===== src/ppuGeometryPkg.sv =====
// ~~~~~~~~~~~~~~~~~~~~~~~~~~~~
// screen and game-window coordinate widths and types,
// shared by the raster, evaluator and pixel path
// ~~~~~~~~~~~~~~~~~~~~~~~~~~~~

package ppuGeometryPkg;

    // screen counters cover the full raster incl. blanking
    parameter int screenPosBits = 10;

    // unsigned screen coordinate
    typedef logic [screenPosBits-1:0] screenPosT;

    // coordinate inside the 8-bit game window
    typedef logic [7:0] gamePosT;

endpackage


===== src/spritePkg.sv =====
// ~~~~~~~~~~~~~~~~~~~~~~~~~~~~
// sprite table layout and sizes,
// used by the sprite RAM, evaluator and pixel selector
// ~~~~~~~~~~~~~~~~~~~~~~~~~~~~

package spritePkg;

    // sprite attribute RAM depth
    parameter int spriteNumMax = 64;
    parameter int oamAddrBits = $clog2(spriteNumMax);

    // sprites kept per game row
    parameter int slotNum = 8;

    // 0 to slotNum filled slots
    typedef logic [3:0] slotCountT;

    // sprites are square
    parameter int spriteHeight = 8;

    // one 32-bit sprite table word
    typedef struct packed {
        logic [7:0] xPos;
        logic [7:0] yPos;
        logic [7:0] tile;
        logic [7:0] attr;
    } spriteEntryT;

endpackage


===== src/spriteSlotIf.sv =====
// ~~~~~~~~~~~~~~~~~~~~~~~~~~~~
// sprite slots of the next game row,
// filled by the evaluator and read by the pixel selector
// ~~~~~~~~~~~~~~~~~~~~~~~~~~~~

`timescale 1ns/1ps

interface spriteSlotIf;

    // kept sprites in sprite RAM index order
    spritePkg::spriteEntryT slots [spritePkg::slotNum];
    // only slots below this count are live
    spritePkg::slotCountT slotCount;
    ppuGeometryPkg::gamePosT targetRow;
    // slots are stable while this is low
    logic evalBusy;

    modport evaluator (
        output slots, slotCount, targetRow, evalBusy
    );

    modport drawer (
        input slots, slotCount, targetRow, evalBusy
    );

endinterface


===== src/eightRam.sv =====
// ~~~~~~~~~~~~~~~~~~~~~~~~~~~~
// per-line sprite evaluator: after each active row it scans
// the sprite RAM and keeps up to eight sprites for the next row
// ~~~~~~~~~~~~~~~~~~~~~~~~~~~~

`timescale 1ns/1ps

module eightRam #(
    parameter int gameStartY = 4
) (
    input  logic                              clkEightRam,
    input  logic                              rstn,
    input  logic                              gameWindow,
    input  ppuGeometryPkg::screenPosT         posY,
    output logic [spritePkg::oamAddrBits-1:0] oamRdAddr,
    input  spritePkg::spriteEntryT            oamRdData,
    spriteSlotIf.evaluator                    slotPort
);

    localparam int slotIdxBits = $clog2(spritePkg::slotNum);

    logic gameWindowD0;
    logic gameWindowD1;
    logic windowFall;
    logic rdEn;
    logic rdValid;
    logic [spritePkg::oamAddrBits-1:0] rdAddrCnt;
    ppuGeometryPkg::screenPosT rowNext;
    logic [8:0] rowExt;
    logic [8:0] bandTop;
    logic [8:0] bandEnd;
    logic inBand;
    logic slotWrite;
    logic lastAddr;
    logic lastSlot;

    // end of an active row
    always_ff @(posedge clkEightRam) begin
        if (!rstn) begin
            gameWindowD0 <= 1'b0;
            gameWindowD1 <= 1'b0;
            windowFall   <= 1'b0;
        end else begin
            gameWindowD0 <= gameWindow;
            gameWindowD1 <= gameWindowD0;
            windowFall   <= gameWindowD1 & ~gameWindowD0;
        end
    end

    assign rowNext = posY - ppuGeometryPkg::screenPosT'(gameStartY) +
                     ppuGeometryPkg::screenPosT'(1);

    // band test in 9 bits so yPos near 255 cannot wrap
    assign rowExt  = {1'b0, slotPort.targetRow};
    assign bandTop = {1'b0, oamRdData.yPos};
    assign bandEnd = bandTop + 9'(spritePkg::spriteHeight);
    assign inBand  = rowExt >= bandTop && rowExt < bandEnd;

    assign slotWrite = rdValid && inBand &&
        slotPort.slotCount < spritePkg::slotCountT'(spritePkg::slotNum);
    assign lastSlot = slotWrite &&
        slotPort.slotCount == spritePkg::slotCountT'(spritePkg::slotNum - 1);
    assign lastAddr = rdAddrCnt == spritePkg::oamAddrBits'(spritePkg::spriteNumMax - 1);

    assign oamRdAddr = rdAddrCnt;

    // address stream, one entry per cycle
    always_ff @(posedge clkEightRam) begin
        if (!rstn) begin
            rdEn      <= 1'b0;
            rdValid   <= 1'b0;
            rdAddrCnt <= '0;
        end else begin
            rdValid <= rdEn;
            if (windowFall) begin
                rdEn      <= 1'b1;
                rdAddrCnt <= '0;
            end else if (rdEn) begin
                if (lastAddr || lastSlot) begin
                    rdEn <= 1'b0;
                end else begin
                    rdAddrCnt <= rdAddrCnt + 1'b1;
                end
            end
        end
    end

    always_ff @(posedge clkEightRam) begin
        if (!rstn) begin
            slotPort.evalBusy  <= 1'b0;
            slotPort.slotCount <= '0;
            slotPort.targetRow <= '0;
        end else if (windowFall) begin
            slotPort.evalBusy  <= 1'b1;
            slotPort.slotCount <= '0;
            slotPort.targetRow <= rowNext[7:0];
        end else begin
            if (slotWrite) begin
                slotPort.slotCount <= slotPort.slotCount + 1'b1;
            end
            // last in-flight entry judged this cycle
            if (rdValid && !rdEn) begin
                slotPort.evalBusy <= 1'b0;
            end
        end
    end

    always_ff @(posedge clkEightRam) begin
        if (slotWrite) begin
            slotPort.slots[slotPort.slotCount[slotIdxBits-1:0]] <= oamRdData;
        end
    end

endmodule


===== src/scanTiming.sv =====
// ~~~~~~~~~~~~~~~~~~~~~~~~~~~~
// raster generator: free-running pixel and line counters
// plus the game-window level, all registered
// ~~~~~~~~~~~~~~~~~~~~~~~~~~~~

`timescale 1ns/1ps

module scanTiming #(
    parameter int lineTotal = 160,
    parameter int frameLines = 32,
    parameter int gameStartX = 8,
    parameter int gameWidth = 64,
    parameter int gameStartY = 4,
    parameter int gameHeight = 24
) (
    input  logic                      clkEightRam,
    input  logic                      rstn,
    output ppuGeometryPkg::screenPosT posX,
    output ppuGeometryPkg::screenPosT posY,
    output logic                      gameWindow
);

    ppuGeometryPkg::screenPosT posXNext;
    ppuGeometryPkg::screenPosT posYNext;
    logic lineWrap;
    logic windowNext;

    assign lineWrap = posX == ppuGeometryPkg::screenPosT'(lineTotal - 1);
    assign posXNext = lineWrap ? '0 : posX + 1'b1;

    always_comb begin
        posYNext = posY;
        if (lineWrap) begin
            if (posY == ppuGeometryPkg::screenPosT'(frameLines - 1)) begin
                posYNext = '0;
            end else begin
                posYNext = posY + 1'b1;
            end
        end
    end

    // window decoded from the next position so it lines up with posX/posY
    assign windowNext =
        posXNext >= ppuGeometryPkg::screenPosT'(gameStartX) &&
        posXNext <  ppuGeometryPkg::screenPosT'(gameStartX + gameWidth) &&
        posYNext >= ppuGeometryPkg::screenPosT'(gameStartY) &&
        posYNext <  ppuGeometryPkg::screenPosT'(gameStartY + gameHeight);

    always_ff @(posedge clkEightRam) begin
        if (!rstn) begin
            posX       <= '0;
            posY       <= '0;
            gameWindow <= 1'b0;
        end else begin
            posX       <= posXNext;
            posY       <= posYNext;
            gameWindow <= windowNext;
        end
    end

endmodule


===== src/spriteLineTop.sv =====
// ~~~~~~~~~~~~~~~~~~~~~~~~~~~~
// sprite line path top: raster timing, sprite RAM,
// line evaluator and pixel selector behind plain ports
// ~~~~~~~~~~~~~~~~~~~~~~~~~~~~

`timescale 1ns/1ps

module spriteLineTop #(
    parameter int lineTotal = 160,
    parameter int frameLines = 32,
    parameter int gameStartX = 8,
    parameter int gameWidth = 64,
    parameter int gameStartY = 4,
    parameter int gameHeight = 24
) (
    input  logic                              clkEightRam,
    input  logic                              rstn,
    input  logic                              oamWrEn,
    input  logic [spritePkg::oamAddrBits-1:0] oamWrAddr,
    input  spritePkg::spriteEntryT            oamWrData,
    output ppuGeometryPkg::screenPosT         pixelX,
    output ppuGeometryPkg::screenPosT         pixelY,
    output logic                              gameWindow,
    output logic                              spriteHit,
    output logic [7:0]                        spriteTile,
    output logic [7:0]                        spriteAttr
);

    ppuGeometryPkg::screenPosT posX;
    ppuGeometryPkg::screenPosT posY;
    logic [spritePkg::oamAddrBits-1:0] oamRdAddr;
    spritePkg::spriteEntryT oamRdData;

    spriteSlotIf slotBus ();

    scanTiming #(
        .lineTotal (lineTotal),
        .frameLines(frameLines),
        .gameStartX(gameStartX),
        .gameWidth (gameWidth),
        .gameStartY(gameStartY),
        .gameHeight(gameHeight)
    ) uScanTiming (
        .clkEightRam(clkEightRam),
        .rstn       (rstn),
        .posX       (posX),
        .posY       (posY),
        .gameWindow (gameWindow)
    );

    spriteRam uSpriteRam (
        .clkEightRam(clkEightRam),
        .wrEn       (oamWrEn),
        .wrAddr     (oamWrAddr),
        .rdAddr     (oamRdAddr),
        .wrData     (oamWrData),
        .rdData     (oamRdData)
    );

    eightRam #(
        .gameStartY(gameStartY)
    ) uEightRam (
        .clkEightRam(clkEightRam),
        .rstn       (rstn),
        .gameWindow (gameWindow),
        .posY       (posY),
        .oamRdAddr  (oamRdAddr),
        .oamRdData  (oamRdData),
        .slotPort   (slotBus.evaluator)
    );

    spritePixelMux #(
        .gameStartX(gameStartX)
    ) uSpritePixelMux (
        .clkEightRam(clkEightRam),
        .rstn       (rstn),
        .gameWindow (gameWindow),
        .posX       (posX),
        .posY       (posY),
        .slotPort   (slotBus.drawer),
        .pixelX     (pixelX),
        .pixelY     (pixelY),
        .spriteHit  (spriteHit),
        .spriteTile (spriteTile),
        .spriteAttr (spriteAttr)
    );

endmodule


===== src/spritePixelMux.sv =====
// ~~~~~~~~~~~~~~~~~~~~~~~~~~~~
// sprite pixel selector: per game pixel picks the lowest live
// slot covering x, output registered one cycle behind posX/posY
// ~~~~~~~~~~~~~~~~~~~~~~~~~~~~

`timescale 1ns/1ps

module spritePixelMux #(
    parameter int gameStartX = 8
) (
    input  logic                      clkEightRam,
    input  logic                      rstn,
    input  logic                      gameWindow,
    input  ppuGeometryPkg::screenPosT posX,
    input  ppuGeometryPkg::screenPosT posY,
    spriteSlotIf.drawer               slotPort,
    output ppuGeometryPkg::screenPosT pixelX,
    output ppuGeometryPkg::screenPosT pixelY,
    output logic                      spriteHit,
    output logic [7:0]                spriteTile,
    output logic [7:0]                spriteAttr
);

    localparam int slotIdxBits = $clog2(spritePkg::slotNum);

    ppuGeometryPkg::screenPosT gameX;
    logic found;
    logic [slotIdxBits-1:0] sel;

    assign gameX = posX - ppuGeometryPkg::screenPosT'(gameStartX);

    // walk down so the lowest index wins
    always_comb begin
        found = 1'b0;
        sel   = '0;
        for (int i = spritePkg::slotNum - 1; i >= 0; i--) begin
            if (spritePkg::slotCountT'(i) < slotPort.slotCount &&
                {2'b00, slotPort.slots[i].xPos} <= gameX &&
                {2'b00, slotPort.slots[i].xPos} +
                    ppuGeometryPkg::screenPosT'(spritePkg::spriteHeight) > gameX) begin
                found = 1'b1;
                sel   = slotIdxBits'(i);
            end
        end
    end

    always_ff @(posedge clkEightRam) begin
        if (!rstn) begin
            spriteHit <= 1'b0;
        end else begin
            spriteHit <= gameWindow & found;
        end
    end

    always_ff @(posedge clkEightRam) begin
        pixelX     <= posX;
        pixelY     <= posY;
        spriteTile <= slotPort.slots[sel].tile;
        spriteAttr <= slotPort.slots[sel].attr;
    end

endmodule


===== src/spriteRam.sv =====
// ~~~~~~~~~~~~~~~~~~~~~~~~~~~~
// sprite attribute RAM, CPU write port and
// one-cycle synchronous read port for the evaluator
// ~~~~~~~~~~~~~~~~~~~~~~~~~~~~

`timescale 1ns/1ps

module spriteRam (
    input  logic                               clkEightRam,
    input  logic                               wrEn,
    input  logic [spritePkg::oamAddrBits-1:0]  wrAddr,
    input  logic [spritePkg::oamAddrBits-1:0]  rdAddr,
    input  spritePkg::spriteEntryT             wrData,
    output spritePkg::spriteEntryT             rdData
);

    spritePkg::spriteEntryT mem [spritePkg::spriteNumMax];

    // write on the strobe edge
    always_ff @(posedge clkEightRam) begin
        if (wrEn) begin
            mem[wrAddr] <= wrData;
        end
    end

    // registered read, data valid the cycle after rdAddr
    always_ff @(posedge clkEightRam) begin
        rdData <= mem[rdAddr];
    end

endmodule


===== config.mk =====
export PLATFORM = sky130hd
export DESIGN_NAME = spriteLineTop
export DESIGN_NICKNAME = d
export VERILOG_FILES = /design/src/ppuGeometryPkg.sv /design/src/spritePkg.sv /design/src/spriteSlotIf.sv /design/src/eightRam.sv /design/src/scanTiming.sv /design/src/spriteLineTop.sv /design/src/spritePixelMux.sv /design/src/spriteRam.sv
export SDC_FILE = /design/constraint.sdc
export NUM_CORES = 2
export LEC_CHECK = 0
export ABC_AREA = 1
export BUFFER_PORTS_ARGS = -buffer_cell sky130_fd_sc_hd__buf_4
export CAP_MARGIN = 10
export CORE_ASPECT_RATIO = 1.75
export CORE_MARGIN = 8
export CORE_UTILIZATION = 59
export CTS_BUF_LIST = sky130_fd_sc_hd__clkbuf_2
export DETAILED_ROUTE_END_ITERATION = 8
export HOLD_SLACK_MARGIN = 0.03
export PLACE_DENSITY = 0.72
export SYNTH_ARGS = -nofsm -noshare
export SYNTH_HDL_FRONTEND = slang
export SYNTH_SLANG_ARGS = --single-unit

===== constraint.sdc =====
create_clock -name clkEightRam -period 7.7 [get_ports clkEightRam]
set_input_delay 0.77 -clock clkEightRam [delete_from_list [all_inputs] [get_ports clkEightRam]]
set_output_delay 0.77 -clock clkEightRam [all_outputs]
set_load 0.01 [all_outputs]

==> results.ini <==
[floorplan]
pin_count = 79
fp-row-count = 194
start_util_pct = 59.2
die-width_um = 318
dieArea_mm2 = 0.173
die_h_um = 545
core_mm2 = 0.159

[timing]
finalSetupTns_ns = 0
min_period_ns = 5.23
worst_pin_slew_ns = 1.04
setup_ws_ns = 2.47
final_hold_viol_count = 0
drv_slew = 0
post-route-period-util_pct = 67.9
skew_ns = 0.169
grt_setup_unrepaired = no
setup_viol = 0
relSlewSlack_pct = 30.1
max_freq_mhz = 191

[setup_path]
end_kind = flip-flop
r2r_slack_ns = 2.47
crit_fanout = 65
reg2reg_depth = 27
crit_arrival_ns = 6.68
worstReg2RegStart = uScanTiming.posX[3]
critical_path_class = flip-flop to flip-flop
start_kind = flip-flop
cp.required_ns = 9.15
r2r_end = uSpritePixelMux.spriteTile[0]

[logic_synthesis]
synthCells = 7337
synth_mux_area_share_pct = 0
avgSynthCellArea_um2 = 12.8
synth_compound_area_share_pct = 11.7
yosys.cell_types.count = 54
synthSimpleGateAreaFrac_pct = 9.46
synth_edf_count = 2240
yosysSeqAreaShare_pct = 73.8
async_reset_ff_share_pct = 0
ys.flop_type = edfxtp_1
synth_fa_ha_area_share_pct = 1.58
syn_nets = 7497
syn_area_mm2 = 0.0942
synthXorXnorAreaFrac_pct = 0.335
ys_warn_count = 0
synth_top_family_by_area = compound AO/OA/AOI/OAI gates
ys_ff_latch = 2353

[job]
maxCapViolCount = 0

[clocking]
cts_sinks = 2353
cts.clk_slew.worst_paths_ns = 0.12
clockRootBuffer = clkbuf_2
clock_tree.buffer_depth = 4
numCtsBuffers = 485
tritoncts = built
post-cts-setup-buffer-count = 0
clock_latency_ns = 1.65
htreeDepth = 5

[cells_and_area]
nFillCells = 11806
final_cells = 10048
layout-drive-gt1-share_pct = 12.9
syn2layout_area_growth_pct = 8.19
fin_nets = 7754

[placement]
dp_cells = 9125
hpwl_mm = 140
numPortBuffers = 78
post-place-ws_ns = 2.26
place.gp.congestion = 0.889

[power_and_ir_drop]
p_per_area_mw_per_mm2 = 212
ir_drop_v = 0.000110
p_leak_nw = 35.2
pwr-share-clk_pct = 33.4
power_frac_comb_pct = 1.6
p_total_mw = 21.6
p_sw_mw = 4.93
p_sw_share_pct = 22.8
p_int_mw = 16.7
seq_power_share_pct = 65.1

[grt]
grt_start_max_net_pins = 191
grt_antenna_before_repair = 27
grtUsageTotal_pct = 28.4
grt_pass1_vias = 62520
grt_pass1_wl_mm = 375
grt_overflow = 0

[route]
wire_per_inst_um = 25.3
vias_per_cell = 6.31
num_vias = 63411
first_pass_iters = 6
antenna_left = 0
post-route-drc-count = 0
postRouteWirelength_mm = 254
initialDrtViolationCount = 6962

[worst_hold_path]
worst_hold_path.endpoint = uSpriteRam.mem[51][4]
hold_class = input pin to flip-flop
whs_path_depth = 2
min-delay-start = oamWrData[4]

[status]
status = complete, no violations

synth_stat cells, types with 55 or more instances:
| library cell | instances | area, um^2 |
|---|---|---|
| nand2_1 | 560 | 2100 |
| o21ai_0 | 1060 | 5310 |
| clkbuf_1 | 410 | 1540 |
| inv_1 | 292 | 1100 |
| dfxtp_1 | 113 | 2260 |
| nor2_1 | 1193 | 4480 |
| a31oi_1 | 55 | 344 |
| o211ai_1 | 64 | 480 |
| ha_1 | 119 | 1490 |
| nand3_1 | 338 | 1690 |
| o221ai_1 | 197 | 1730 |
| edfxtp_1 | 2240 | 67300 |
| o22ai_1 | 323 | 2020 |
| a21oi_1 | 116 | 581 |
what timing repair did:
action / CTS / global route
hold buffers: 39 / 0
resized for setup: 0 / 0
hold endpoints to repair: 2201 / 0
worst max-delay path by stage:
stage | from | to
4_1_cts | uScanTiming.posX[3] | uSpritePixelMux.spriteTile[0]
3_3_place_gp | uScanTiming.posX[3] | uSpritePixelMux.spriteTile[0]
2_1_floorplan | uSpriteRam.rdData[19] | uEightRam.slotPort.slots[100]
3_5_place_dp | uScanTiming.posX[3] | uSpritePixelMux.spriteTile[0]
5_1_grt | uScanTiming.posX[3] | uSpritePixelMux.spriteTile[0]
6_report | uScanTiming.posX[3] | uSpritePixelMux.spriteTile[0]
power groups by stage:
stage	combinational [mW]	sequential (mW)	clock (mW)
final	0.336	14.1	7.21
after CTS	0.335	14.1	7.35
after global routing	0.362	14.1	7.93
after detailed placement	0.314	14.4	0
after floorplan	0.0764	14.4	0
after global placement	0.303	14.4	0
cells in the final DEF (no fill, tap or decap), drive strengths merged, types with 16 or more instances in the layout:
cell type	n
inv	309
buf	197
dlygate4sd3	39
o21ai	1063
a221o	16
clkinv	176
xor2	32
nand3	339
o22ai	323
a21oi	117
a31oi	55
ha	119
nor2	1195
o221ai	197
o211ai	65
nand4	47
edfxtp	2240
nor3	24
nand2	569
dfxtp	113
clkbuf	676
diode	16
critical path, stage by stage (launching register included):
cell	delay (ns)
dfxtp_1	0.32
buf_4	0.30
inv_1	0.19
ha_1	0.91
ha_1	0.37
nand2_1	0.07
inv_1	0.04
a21oi_1	0.13
nand3_1	0.08
nand2_1	0.07
nand2_1	0.05
nand2_1	0.05
nand2_1	0.05
nor2_1	0.09
nand2_1	0.10
nand2_1	0.09
nand2_1	0.15
nand2_1	0.10
nand2_1	0.07
nand2_2	0.08
buf_4	0.55
nand2_2	0.49
buf_12	0.33
nand2_1	0.08
nand3_1	0.07
nand2_1	0.13
nand2_1	0.05
nand2_1	0.06
state kept, by name (all words and copies together), names as in the netlist, 10 cells and up:
signal and cells:
uSpriteRam.mem 2048, uEightRam.slotPort.slots 192, uSpriteRam.rdData 32, uScanTiming.posX 10, uScanTiming.posY 10, uSpritePixelMux.pixelX 10, uSpritePixelMux.pixelY 10
per-stage QoR:
stage               hold slack [ns]  area (um^2)  utilization [%]
floorplan                     0.326        94200                -
global placement              0.380        97100             61.0
detailed placement            0.384        97100             61.0
CTS                          0.0633       102000             64.0
global route                  0.129       102000             64.0
finish                        0.212       102000             64.0
cell type report:
cell class	count	area, um^2	area share (%)
repair buffers	236	2070	2.03
inverters	299	1150	1.13
diodes	16	40.0	0.0393
multi-input cells	4219	22200	21.8
clock inverters	191	945	0.927
clock buffers	676	3380	3.32
flip-flops and latches	2353	69500	68.2
well taps	2058	2570	2.53
cell families (layout without fill, tap and decap cells):
group           after synthesis  after routing
compound gates             1873           1873
xor+xnor                     36             36
fa+ha+maj                   119            119
buf+inv                     765           1402
flops                      2353           2353
other cells                   0             16
simple gates               2191           2191
routing by layer:
| layer | wire length, um | global-route usage, % |
|---|---|---|
| met4 | 11800 | 14.7 |
| met5 | 166 | 0 |
| met2 | 132000 | 50.8 |
| met3 | 22600 | 5.52 |
| met1 | 87500 | 32.4 |
Note: power is estimated with default switching activity, not from simulation.
